### config.mk
export PLATFORM = sky130hd
export DESIGN_NAME = kbd_soc_top
export DESIGN_NICKNAME = d
export VERILOG_FILES = /design/src/kbd_soc_pkg.sv /design/src/kbd_soc_top.sv /design/src/bus_decoder.sv /design/src/rv_mini_core.sv /design/src/key_fifo.sv /design/src/key_event_capture.sv
export VERILOG_INCLUDE_DIRS = /design/src /design/src/src
export SDC_FILE = /design/constraint.sdc
export NUM_CORES = 1
export LEC_CHECK = 0
export BUFFER_PORTS_ARGS = -buffer_cell sky130_fd_sc_hd__buf_2
export CORE_UTILIZATION = 60
export CTS_CLUSTER_SIZE = 24
export DETAILED_ROUTE_END_ITERATION = 12
export PLACE_DENSITY = 0.82
export SLEW_MARGIN = 20
export SYNTH_ARGS = -nofsm -noshare
export SYNTH_HDL_FRONTEND = slang
export SYNTH_SLANG_ARGS = --single-unit
### constraint.sdc
create_clock -name clk -period 6.35 [get_ports clk]
set_clock_uncertainty 0.05 [all_clocks]
set_input_delay 0.3175 -clock clk [delete_from_list [all_inputs] [get_ports clk]]
set_output_delay 0.3175 -clock clk [all_outputs]
set_load 0.02 [all_outputs]
### src/kbd_soc_params.svh
`ifndef KBD_SOC_PARAMS_SVH
`define KBD_SOC_PARAMS_SVH

// Write bus map, compared on the low address bits only
`define KBD_CONSOLE_ADDR 32'h8000_0000
`define KBD_LED_ADDR 32'h8000_0020
`define KBD_CTRL_ADDR 32'h8000_0030

// Number of address bits the decoder looks at
`define KBD_DECODE_WIDTH 32

// Key queue depth, a power of two from 2 to 16
`define KBD_FIFO_DEPTH 4

// Core register file
`define KBD_NUM_REGS 32

// Datapath widths
`define KBD_XLEN 64
`define KBD_CODE_WIDTH 8

`endif
### src/kbd_soc_pkg.sv
`include "kbd_soc_params.svh"

package kbd_soc_pkg;

    // ASCII key code as delivered by the keyboard front end
    typedef logic [`KBD_CODE_WIDTH-1:0] key_code_t;

    // Write bus address and data
    typedef logic [`KBD_XLEN-1:0] bus_addr_t;
    typedef logic [`KBD_XLEN-1:0] bus_data_t;

    // Opcodes the core executes, everything else is a no-op
    typedef enum logic [6:0] {
        OPC_LUI    = 7'b0110111,
        OPC_OP_IMM = 7'b0010011,
        OPC_STORE  = 7'b0100011
    } rv_opcode_e;

    // U-type layout
    typedef struct packed {
        logic [19:0] imm20;
        logic [4:0]  rd;
        logic [6:0]  opcode;
    } rv_u_view_t;

    // I-type layout
    typedef struct packed {
        logic [11:0] imm12;
        logic [4:0]  rs1;
        logic [2:0]  funct3;
        logic [4:0]  rd;
        logic [6:0]  opcode;
    } rv_i_view_t;

    // S-type layout, immediate split around the register fields
    typedef struct packed {
        logic [6:0] imm_hi;
        logic [4:0] rs2;
        logic [4:0] rs1;
        logic [2:0] funct3;
        logic [4:0] imm_lo;
        logic [6:0] opcode;
    } rv_s_view_t;

    typedef union packed {
        rv_u_view_t u_view;
        rv_i_view_t i_view;
        rv_s_view_t s_view;
    } rv_instr_t;

endpackage

### src/kbd_soc_top.sv
module kbd_soc_top (
    input  logic                   clk,
    input  logic                   reset,
    input  logic                   key_pressed,
    input  kbd_soc_pkg::key_code_t key_code,
    input  kbd_soc_pkg::rv_instr_t instruction,
    output logic [31:0]            pc,
    output kbd_soc_pkg::key_code_t console_data,
    output logic                   console_valid,
    output logic [7:0]             led,
    output logic                   key_overflow,
    output logic                   bus_fault
);
    import kbd_soc_pkg::*;

    // Capture to queue
    logic      push;
    key_code_t push_code;
    logic      full;

    // Queue to core
    key_code_t rd_code;
    logic      empty;
    logic      pop;

    // Core write bus
    bus_addr_t bus_address;
    bus_data_t bus_write_data;
    logic      bus_write_enable;
    logic      irq_enable;

    key_event_capture u_key_event_capture (
        .clk          (clk),
        .reset        (reset),
        .key_pressed  (key_pressed),
        .key_code     (key_code),
        .full         (full),
        .push         (push),
        .push_code    (push_code),
        .key_overflow (key_overflow)
    );

    key_fifo u_key_fifo (
        .clk       (clk),
        .reset     (reset),
        .push      (push),
        .push_code (push_code),
        .pop       (pop),
        .rd_code   (rd_code),
        .empty     (empty),
        .full      (full)
    );

    rv_mini_core u_rv_mini_core (
        .clk              (clk),
        .reset            (reset),
        .instruction      (instruction),
        .rd_code          (rd_code),
        .empty            (empty),
        .irq_enable       (irq_enable),
        .pc               (pc),
        .pop              (pop),
        .bus_address      (bus_address),
        .bus_write_data   (bus_write_data),
        .bus_write_enable (bus_write_enable)
    );

    bus_decoder u_bus_decoder (
        .clk              (clk),
        .reset            (reset),
        .bus_address      (bus_address),
        .bus_write_data   (bus_write_data),
        .bus_write_enable (bus_write_enable),
        .console_data     (console_data),
        .console_valid    (console_valid),
        .led              (led),
        .irq_enable       (irq_enable),
        .bus_fault        (bus_fault)
    );

endmodule

### src/bus_decoder.sv
`include "kbd_soc_params.svh"

module bus_decoder (
    input  logic                   clk,
    input  logic                   reset,
    input  kbd_soc_pkg::bus_addr_t bus_address,
    input  kbd_soc_pkg::bus_data_t bus_write_data,
    input  logic                   bus_write_enable,
    output kbd_soc_pkg::key_code_t console_data,
    output logic                   console_valid,
    output logic [7:0]             led,
    output logic                   irq_enable,
    output logic                   bus_fault
);

    logic [`KBD_DECODE_WIDTH-1:0] low_addr;
    logic                         sel_console;
    logic                         sel_led;
    logic                         sel_ctrl;

    // Upper address bits are don't care
    assign low_addr    = bus_address[`KBD_DECODE_WIDTH-1:0];
    assign sel_console = (low_addr == `KBD_CONSOLE_ADDR);
    assign sel_led     = (low_addr == `KBD_LED_ADDR);
    assign sel_ctrl    = (low_addr == `KBD_CTRL_ADDR);

    always_ff @(posedge clk or negedge reset) begin
        if (!reset) begin
            console_valid <= 1'b0;
            led           <= 8'h00;
            irq_enable    <= 1'b0;
            bus_fault     <= 1'b0;
        end else begin
            console_valid <= bus_write_enable && sel_console;
            bus_fault     <= bus_write_enable && !(sel_console || sel_led || sel_ctrl);
            if (bus_write_enable && sel_led) begin
                led <= bus_write_data[7:0];
            end
            // Control bit 0 gates key interrupts
            if (bus_write_enable && sel_ctrl) begin
                irq_enable <= bus_write_data[0];
            end
        end
    end

    always_ff @(posedge clk) begin
        if (bus_write_enable && sel_console) begin
            console_data <= bus_write_data[`KBD_CODE_WIDTH-1:0];
        end
    end

endmodule

### src/rv_mini_core.sv
`include "kbd_soc_params.svh"

module rv_mini_core (
    input  logic                   clk,
    input  logic                   reset,
    input  kbd_soc_pkg::rv_instr_t instruction,
    input  kbd_soc_pkg::key_code_t rd_code,
    input  logic                   empty,
    input  logic                   irq_enable,
    output logic [31:0]            pc,
    output logic                   pop,
    output kbd_soc_pkg::bus_addr_t bus_address,
    output kbd_soc_pkg::bus_data_t bus_write_data,
    output logic                   bus_write_enable
);
    import kbd_soc_pkg::*;

    localparam logic [2:0] F3_ADDI = 3'b000;
    localparam logic [2:0] F3_SB   = 3'b000;

    bus_data_t regs [0:`KBD_NUM_REGS-1];

    logic      service;
    logic      is_lui;
    logic      is_addi;
    logic      is_sb;
    logic      wr_en;
    logic [4:0] wr_rd;
    bus_data_t wr_data;
    bus_data_t imm_u;
    bus_data_t imm_i;
    bus_data_t imm_s;
    bus_data_t addi_src;
    bus_data_t sb_base;
    bus_data_t sb_src;

    // A pending key wins over the instruction at pc
    assign service = irq_enable && !empty;
    assign pop     = service;

    // Sign-extended immediates for each format
    assign imm_u = {{(`KBD_XLEN-32){instruction.u_view.imm20[19]}},
                    instruction.u_view.imm20, 12'b0};
    assign imm_i = {{(`KBD_XLEN-12){instruction.i_view.imm12[11]}},
                    instruction.i_view.imm12};
    assign imm_s = {{(`KBD_XLEN-12){instruction.s_view.imm_hi[6]}},
                    instruction.s_view.imm_hi, instruction.s_view.imm_lo};

    // x0 always reads as zero
    assign addi_src = (instruction.i_view.rs1 == 5'd0) ? '0 : regs[instruction.i_view.rs1];
    assign sb_base  = (instruction.s_view.rs1 == 5'd0) ? '0 : regs[instruction.s_view.rs1];
    assign sb_src   = (instruction.s_view.rs2 == 5'd0) ? '0 : regs[instruction.s_view.rs2];

    always_comb begin
        is_lui  = 1'b0;
        is_addi = 1'b0;
        is_sb   = 1'b0;
        case (instruction.u_view.opcode)
            OPC_LUI: begin
                is_lui = 1'b1;
            end
            OPC_OP_IMM: begin
                is_addi = (instruction.i_view.funct3 == F3_ADDI);
            end
            OPC_STORE: begin
                is_sb = (instruction.s_view.funct3 == F3_SB);
            end
            default: begin
                // Unsupported opcodes fall through as no-ops
                is_lui = 1'b0;
            end
        endcase
    end

    // Register write port, only in an instruction cycle
    always_comb begin
        wr_en   = !service && (is_lui || is_addi);
        wr_rd   = instruction.u_view.rd;
        wr_data = is_lui ? imm_u : (addi_src + imm_i);
    end

    always_ff @(posedge clk or negedge reset) begin
        if (!reset) begin
            pc               <= 32'd0;
            bus_write_enable <= 1'b0;
        end else if (service) begin
            // pc holds so the deferred instruction runs next
            bus_write_enable <= 1'b1;
        end else begin
            pc               <= pc + 32'd4;
            bus_write_enable <= is_sb;
        end
    end

    // Bus payload keeps its last value between strobes
    always_ff @(posedge clk) begin
        if (service) begin
            bus_address    <= bus_addr_t'(`KBD_CONSOLE_ADDR);
            bus_write_data <= bus_data_t'(rd_code);
        end else if (is_sb) begin
            bus_address    <= sb_base + imm_s;
            bus_write_data <= bus_data_t'(sb_src[7:0]);
        end
    end

    always_ff @(posedge clk) begin
        if (wr_en && (wr_rd != 5'd0)) begin
            regs[wr_rd] <= wr_data;
        end
    end

endmodule

### src/key_fifo.sv
`include "kbd_soc_params.svh"

module key_fifo (
    input  logic                   clk,
    input  logic                   reset,
    input  logic                   push,
    input  kbd_soc_pkg::key_code_t push_code,
    input  logic                   pop,
    output kbd_soc_pkg::key_code_t rd_code,
    output logic                   empty,
    output logic                   full
);
    import kbd_soc_pkg::*;

    localparam int DEPTH = `KBD_FIFO_DEPTH;
    localparam int PTR_W = $clog2(DEPTH);
    localparam int CNT_W = $clog2(DEPTH + 1);

    key_code_t        mem [0:DEPTH-1];
    logic [PTR_W-1:0] wr_ptr;
    logic [PTR_W-1:0] rd_ptr;
    logic [CNT_W-1:0] count;
    logic             do_push;
    logic             do_pop;

    assign empty = (count == '0);
    assign full  = (count == CNT_W'(DEPTH));

    // Push while full is refused, pop while empty is ignored
    assign do_push = push && !full;
    assign do_pop  = pop && !empty;

    // Oldest entry falls through to the output
    assign rd_code = mem[rd_ptr];

    always_ff @(posedge clk or negedge reset) begin
        if (!reset) begin
            wr_ptr <= '0;
            rd_ptr <= '0;
            count  <= '0;
        end else begin
            if (do_push) begin
                wr_ptr <= wr_ptr + 1'b1;
            end
            if (do_pop) begin
                rd_ptr <= rd_ptr + 1'b1;
            end
            case ({do_push, do_pop})
                2'b10:   count <= count + 1'b1;
                2'b01:   count <= count - 1'b1;
                default: count <= count;
            endcase
        end
    end

    always_ff @(posedge clk) begin
        if (do_push) begin
            mem[wr_ptr] <= push_code;
        end
    end

endmodule

### src/key_event_capture.sv
module key_event_capture (
    input  logic                  clk,
    input  logic                  reset,
    input  logic                  key_pressed,
    input  kbd_soc_pkg::key_code_t key_code,
    input  logic                  full,
    output logic                  push,
    output kbd_soc_pkg::key_code_t push_code,
    output logic                  key_overflow
);

    logic pressed_meta;
    logic pressed_sync;
    logic pressed_prev;
    logic pressed_rise;

    // Level is already stable in pressed_sync, so the edge is a plain compare
    assign pressed_rise = pressed_sync && !pressed_prev;

    always_ff @(posedge clk or negedge reset) begin
        if (!reset) begin
            pressed_meta <= 1'b0;
            pressed_sync <= 1'b0;
            pressed_prev <= 1'b0;
        end else begin
            pressed_meta <= key_pressed;
            pressed_sync <= pressed_meta;
            pressed_prev <= pressed_sync;
        end
    end

    // One push per key press, dropped when the queue has no room
    always_ff @(posedge clk or negedge reset) begin
        if (!reset) begin
            push         <= 1'b0;
            key_overflow <= 1'b0;
        end else begin
            push <= pressed_rise && !full;
            if (pressed_rise && full) begin
                key_overflow <= 1'b1;
            end
        end
    end

    // Code is held by the keyboard side until the push goes out
    always_ff @(posedge clk) begin
        if (pressed_rise) begin
            push_code <= key_code;
        end
    end

endmodule

# Word level (Yosys, flattened, before mapping)
# Memories as Yosys holds them, arrays and structs flattened.
# Cells that the tools add are included.
classes:
  n_mul: 0
  reduce_logical: 27
  shift: 0
  add_sub_neg: 7
  order_cmp: 0
  n_div: 0
  n_mux: 14
  n_eq_ne: 9
  n_bitwise: 0
ops:
  columns: ["cell", "n"]
  rows:
  - ["$mux 64", 2]
  - ["$eq 32x32->1 const B", 3]
  - ["$add 64x64->64", 1]
  - ["$add 32x3->32 const B", 1]
  - ["$add 32x32->32", 1]
  - ["$mux 8", 3]
  - ["$eq 7x6->1 const B", 2]
  - ["$logic_and 1x1->1", 12]
  - ["$logic_not 5->1", 2]
  - ["$mux 1", 8]
  - ["$eq 7x5->1 const B", 1]
  - ["$logic_not 3->1", 2]
  - ["$pmux 3 s2", 1]
  - ["$logic_not 1->1", 5]
  - ["$reduce_bool 5->1", 1]
  - ["$add 2x1->2 const B", 2]
  - ["$reduce_bool 2->1", 2]
  - ["$add 3x1->3 const B", 1]
  - ["$eq 3x3->1 const B", 1]
  - ["$logic_or 1x1->1", 3]
  - ["$sub 3x1->3 const B", 1]
  - ["$eq 2x1->1 const B", 1]
  - ["$eq 2x2->1 const B", 1]
word_totals:
  word_cells: 77
  memories: 2
  mem_bits_rw: 2080
  rom_bits: 0
  latchBits: 0
  output_inout_bits: 51
  ff_bits: 112
mem_list:
  columns: ["name", "depth", "word_bits", "rd", "rd_clocked_by_memory_dff", "wr", "line", "rtl"]
  rows:
  - ["u_rv_mini_core.regs", 32, 64, 2, 0, 1, "rv_mini_core.sv:21", "bus_data_t regs [0:`KBD_NUM_REGS-1];"]
  - ["u_key_fifo.mem", 4, 8, 1, 0, 1, "key_fifo.sv:19", "key_code_t mem [0:DEPTH-1];"]

# Depth between registers and ports, before layout
depth:
  word_depth: 8
  depth_mapped: 25

# Modules after synthesis
# From an unflattened synthesis, not the netlist that was laid out.
hier_totals:
  hier_cells: 4969
  hier_area_um2: 93945.1
by_module_without_submodules:
  columns: ["mod", "instances", "area_each_um2", "cells_each"]
  rows:
  - ["rv_mini_core", 1, 91203.7, 4828]
  - ["key_fifo", 1, 1592.8, 79]
  - ["bus_decoder", 1, 748.2, 46]
  - ["key_event_capture", 1, 400.4, 16]

# Worst setup path after synthesis
# Ideal clock, no wire load.
synth_path:
  path_kind: "in2reg"
  startpoint: "in instruction[15] (netlist bit)"
  endpoint: "mem u_rv_mini_core.regs[0][29] (netlist bit), data pin"
  n_path_buf: 8
  stages: 23
  t_arrival_ns: 5.961
  path_slack_ns: -0.106
  setup_ns: 0.445
  t_required_ns: 5.855
  path_cell_list: "buf_6 > buf_12 > buf_8 > buf_4 > buf_2 > buf_2 > buf_2 > mux4_2 > nand2_1 > nand2_1 > a221oi_1 > nor3_1 > ha_1 > clkbuf_1 > a21o_1 > a21o_1 > a21oi_1 > o21a_1 > o21a_1 > o21ai_1 > a211oi_1 > a21oi_1 > nor3_1"
synth_between:
  elab_chain_cells: 4
synth_lines:
  columns: ["element", "line", "rtl"]
  rows:
  - ["from (decl)", "kbd_soc_top.sv:6", "input kbd_soc_pkg::rv_instr_t instruction,"]
  - ["$mem_v2 32x64 / $logic_not 5->1 (equally long branches)", null, null]
  - ["$mux 64 *", "rv_mini_core.sv:50", "assign addi_src = (instruction.i_view.rs1 == 5'd0) ? '0 : regs[instruction.i_view.rs1];"]
  - ["$add 64x64->64 *", "rv_mini_core.sv:79", "wr_data = is_lui ? imm_u : (addi_src + imm_i);"]
  - ["$mux 64 *", "rv_mini_core.sv:79", null]
  - ["net u_rv_mini_core.wr_data[29]", "rv_mini_core.sv:29", "bus_data_t wr_data;"]
  - ["to (decl)", "rv_mini_core.sv:21", null]
# Mark *: on every way through the listed nets, which the timed path passes. The rest lies on a longest branch.

# Worst setup path in the final report
layout_path:
  startpoint: "in instruction[15] (netlist bit)"
  endpoint: "mem u_rv_mini_core.regs[8][31] (netlist bit), data pin"
# Same word-level chain as after synthesis.

==> results.sh <==
export IMPL_synth_edf_count=1080
export IMPL_syn_area_per_cell_um2=17.6
export IMPL_r2r_slack_ns=1.27
export IMPL_grt_pass1_wl_mm=214
export IMPL_htreeDepth=3
export IMPL_finalPower_w=0.0185
export IMPL_synth_ff_type="edfxtp_1"
export IMPL_start_kind="input port"
export IMPL_wl_per_cell_um=35.4
export IMPL_initial_utilization=0.609
export IMPL_crit_end="u_rv_mini_core.regs[8][31]"
export IMPL_grt_pass1_vias=30494
export IMPL_num_rows=105
export IMPL_die_w_um=291
export IMPL_maxCapViolCount=0
export IMPL_layout_min_cycle_time_ns=5.21
export IMPL_setup_viol=0
export IMPL_holdPathStages=4
export IMPL_antenna_found_initial=3
export IMPL_max_freq_ghz=0.192
export IMPL_vias=30728
export IMPL_end_kind="flip-flop"
export IMPL_ir_drop_v=0.000262
export IMPL_grt_use_total=0.357
export IMPL_reg2reg_depth=16
export IMPL_power_density_mw_per_mm2=321
export IMPL_initialDrtViolationCount=4060
export IMPL_synth_seq_cells=1166
export IMPL_ys_warnings_count=0
export IMPL_grt_start_max_net_pins=64
export IMPL_cts_tree="done"
export IMPL_core_area_mm2=0.0825
export IMPL_cellLeakagePower_nw=19.4
export IMPL_wirelength_mm=151
export IMPL_cts_resized=0
export IMPL_drive_gt1_frac=0.274
export IMPL_die_h_um=291
export IMPL_cts_root_buf="clkbuf_16"
export IMPL_clkSlewWorstSetupHoldPaths_ns=0.07
export IMPL_clk_latency_ns=0.72
export IMPL_worst_pin_slew_ns=1.16
export IMPL_numPortBuffers=91
export IMPL_synthesis_area_mm2=0.0502
export IMPL_cp_arrival_ns=5.64
export IMPL_ant_nets=0
export IMPL_nets=3182
export IMPL_gp_congestion=1.00
export IMPL_clk_path_buf_depth=3
export IMPL_dpl_hpwl_mm=88.2
export IMPL_numCtsBuffers=113
export IMPL_r2r_end="u_rv_mini_core.regs[8][31]"
export IMPL_yosysSeqAreaShare=0.686
export IMPL_rr_startpoint="u_rv_mini_core.regs[0][17]"
export IMPL_io_pins=94
export IMPL_hold_class="in -> reg"
export IMPL_clock_sinks=1166
export IMPL_worstSetupPathType="in -> reg"
export IMPL_crit_fanout=59
export IMPL_netlist_instances=2851
export IMPL_min_period_over_period=0.820
export IMPL_status="completed"
export IMPL_async_flop_share=0.0463
export IMPL_final_max_slew_violation_count=0
export IMPL_fin_tns_setup_ns=0
export IMPL_grt_overflow=0
export IMPL_via_per_inst=7.19
export IMPL_drtPass1Iterations=7
export IMPL_hold_violations=0
export IMPL_rsz0062_at_grt="false"
export IMPL_cp_required_ns=6.78
export IMPL_drc=0
export IMPL_die_area_mm2=0.0848
export IMPL_area_delta_synth_final_pct=14.4
export IMPL_yosysUniqueCellTypes=96
export IMPL_critical_path_startpoint="instruction[15]"
export IMPL_max_slew_margin=0.224
power breakdown:
group | internal, W | switching, W | total, W
combinational | 0.000720 | 0.00155 | 0.00227
sequential | 0.00907 | 0.0000571 | 0.00913
clock | 0.00408 | 0.00298 | 0.00706
total | 0.0139 | 0.00458 | 0.0185
cells in the final DEF (no fill, tap or decap), types with 16 or more instances in the layout:
cell / instances
dfrtp_1: 54
o221ai_1: 25
ha_1: 38
a21o_1: 22
clkbuf_16: 115
conb_1: 34
mux4_2: 317
nor3_1: 37
nand4_1: 28
o22ai_1: 16
a221oi_1: 30
mux2i_1: 89
nor2_1: 119
nand3_1: 43
nor2_4: 30
buf_4: 151
mux2_2: 25
clkinv_2: 25
edfxtp_1: 1080
a31oi_1: 18
bufinv_16: 17
buf_12: 26
inv_1: 27
o21ai_0: 35
xor2_1: 18
nand2_1: 201
buf_2: 86
a21oi_1: 82
clkinv_1: 25
dfxtp_1: 32
xnor2_1: 45
registers in the layout (all words and copies together) (netlist names):
register	cells
u_rv_mini_core.regs	1024
u_key_fifo.mem	32
u_rv_mini_core.bus_address	32
u_rv_mini_core.pc	30
u_bus_decoder.console_data	8
u_bus_decoder.led	8
u_key_event_capture.push_code	8
u_rv_mini_core.bus_write_data	8
u_key_fifo.count	3
u_key_fifo.rd_ptr	2
u_key_fifo.wr_ptr	2
u_bus_decoder.bus_fault	1
u_bus_decoder.console_valid	1
u_bus_decoder.irq_enable	1
u_key_event_capture.key_overflow	1
u_key_event_capture.pressed_meta	1
u_key_event_capture.pressed_prev	1
u_key_event_capture.pressed_sync	1
u_key_event_capture.push	1
u_rv_mini_core.bus_write_enable	1
worst min path at each step:
stage,start,endpoint,slack (ns)
global route,instruction[7],u_rv_mini_core.bus_address[0],0.14
detailed placement,u_key_event_capture.pressed_meta,u_key_event_capture.pressed_sync,0.31
CTS,instruction[7],u_rv_mini_core.bus_address[0],0.06
finish,instruction[7],u_rv_mini_core.bus_address[0],0.08
global placement,u_key_event_capture.pressed_meta,u_key_event_capture.pressed_sync,0.30
floorplan,reset,u_bus_decoder.bus_fault,-0.03
Yosys cell counts, drive strengths merged, types with 38 or more instances:
master / number / share of area
a21oi: 94 / 0.0095
buf: 62 / 0.0079
clkbuf: 113 / 0.0084
dfrtp: 54 / 0.027
edfxtp: 1080 / 0.65
ha: 38 / 0.0095
mux2i: 89 / 0.018
mux4: 322 / 0.14
nand2: 201 / 0.015
nand3: 44 / 0.0045
nor2: 151 / 0.011
nor3: 46 / 0.0047
o21ai: 38 / 0.0039
xnor2: 45 / 0.0079
through the flow:
step           area [um^2]  setup slack [ns]  utilization  hold slack, ns  instances
2_1_floorplan        50300            0.0136            -         -0.0281       2884
3_3_place_gp         53300             0.628        0.646           0.299       4044
3_5_place_dp         53300             0.435        0.646           0.306       4044
4_1_cts              57400              1.13        0.696          0.0594       4269
5_1_grt              57400             0.965        0.696           0.144       4269
6_report             57400              1.14        0.696          0.0835       4272
critical path, cell delays in order:
cell,delay (ns)
buf_8,0.51
buf_12,0.35
mux4_2,0.56
mux4_2,0.52
o22ai_1,0.17
nor2_1,0.09
ha_1,0.58
nand4_1,0.29
or2_2,0.41
or3_1,0.44
nor2_1,0.11
a41o_1,0.17
o21ai_0,0.10
a21o_1,0.21
o211ai_1,0.28
buf_4,0.36
per-layer routing:
metal | vias to the layer above | global-route usage | wire, um
li1 | 12083 | - | -
met4 | 2 | 0.189 | 9060
met5 | - | 0 | 13
met1 | 15645 | 0.475 | 53700
met2 | 2480 | 0.553 | 70100
met3 | 518 | 0.0871 | 18200
repair_timing:
action,CTS,global route
hold endpoints to repair,63,0
buffers inserted,0,0
hold buffers,10,0
final cells by class:
cell class | instances | area, um^2
clock inverter | 83 | 978
fill | 4916 | 25100
sequential | 1166 | 34400
timing repair buffer | 275 | 2210
tap | 1070 | 1340
clock buffer | 132 | 2980
multi-input combinational | 1511 | 15400
inverter | 32 | 121
antenna | 3 | 7.51
kinds of logic (layout without fill, tap and decap cells):
family                     Yosys count  count (layout)  share of synthesized area
xor gates and xnor gates            63              63                     0.0110
muxes                              438             438                      0.169
other                                1              37                  0.0000747
AOI/OAI and AO/OA                  354             354                     0.0507
DFF                               1166            1166                      0.686
and+or+nand+nor                    581             581                     0.0548
adders and majority gates           41              41                     0.0105
buffers and inverters              207             522                     0.0187
Power figures use the tool's default switching activity.
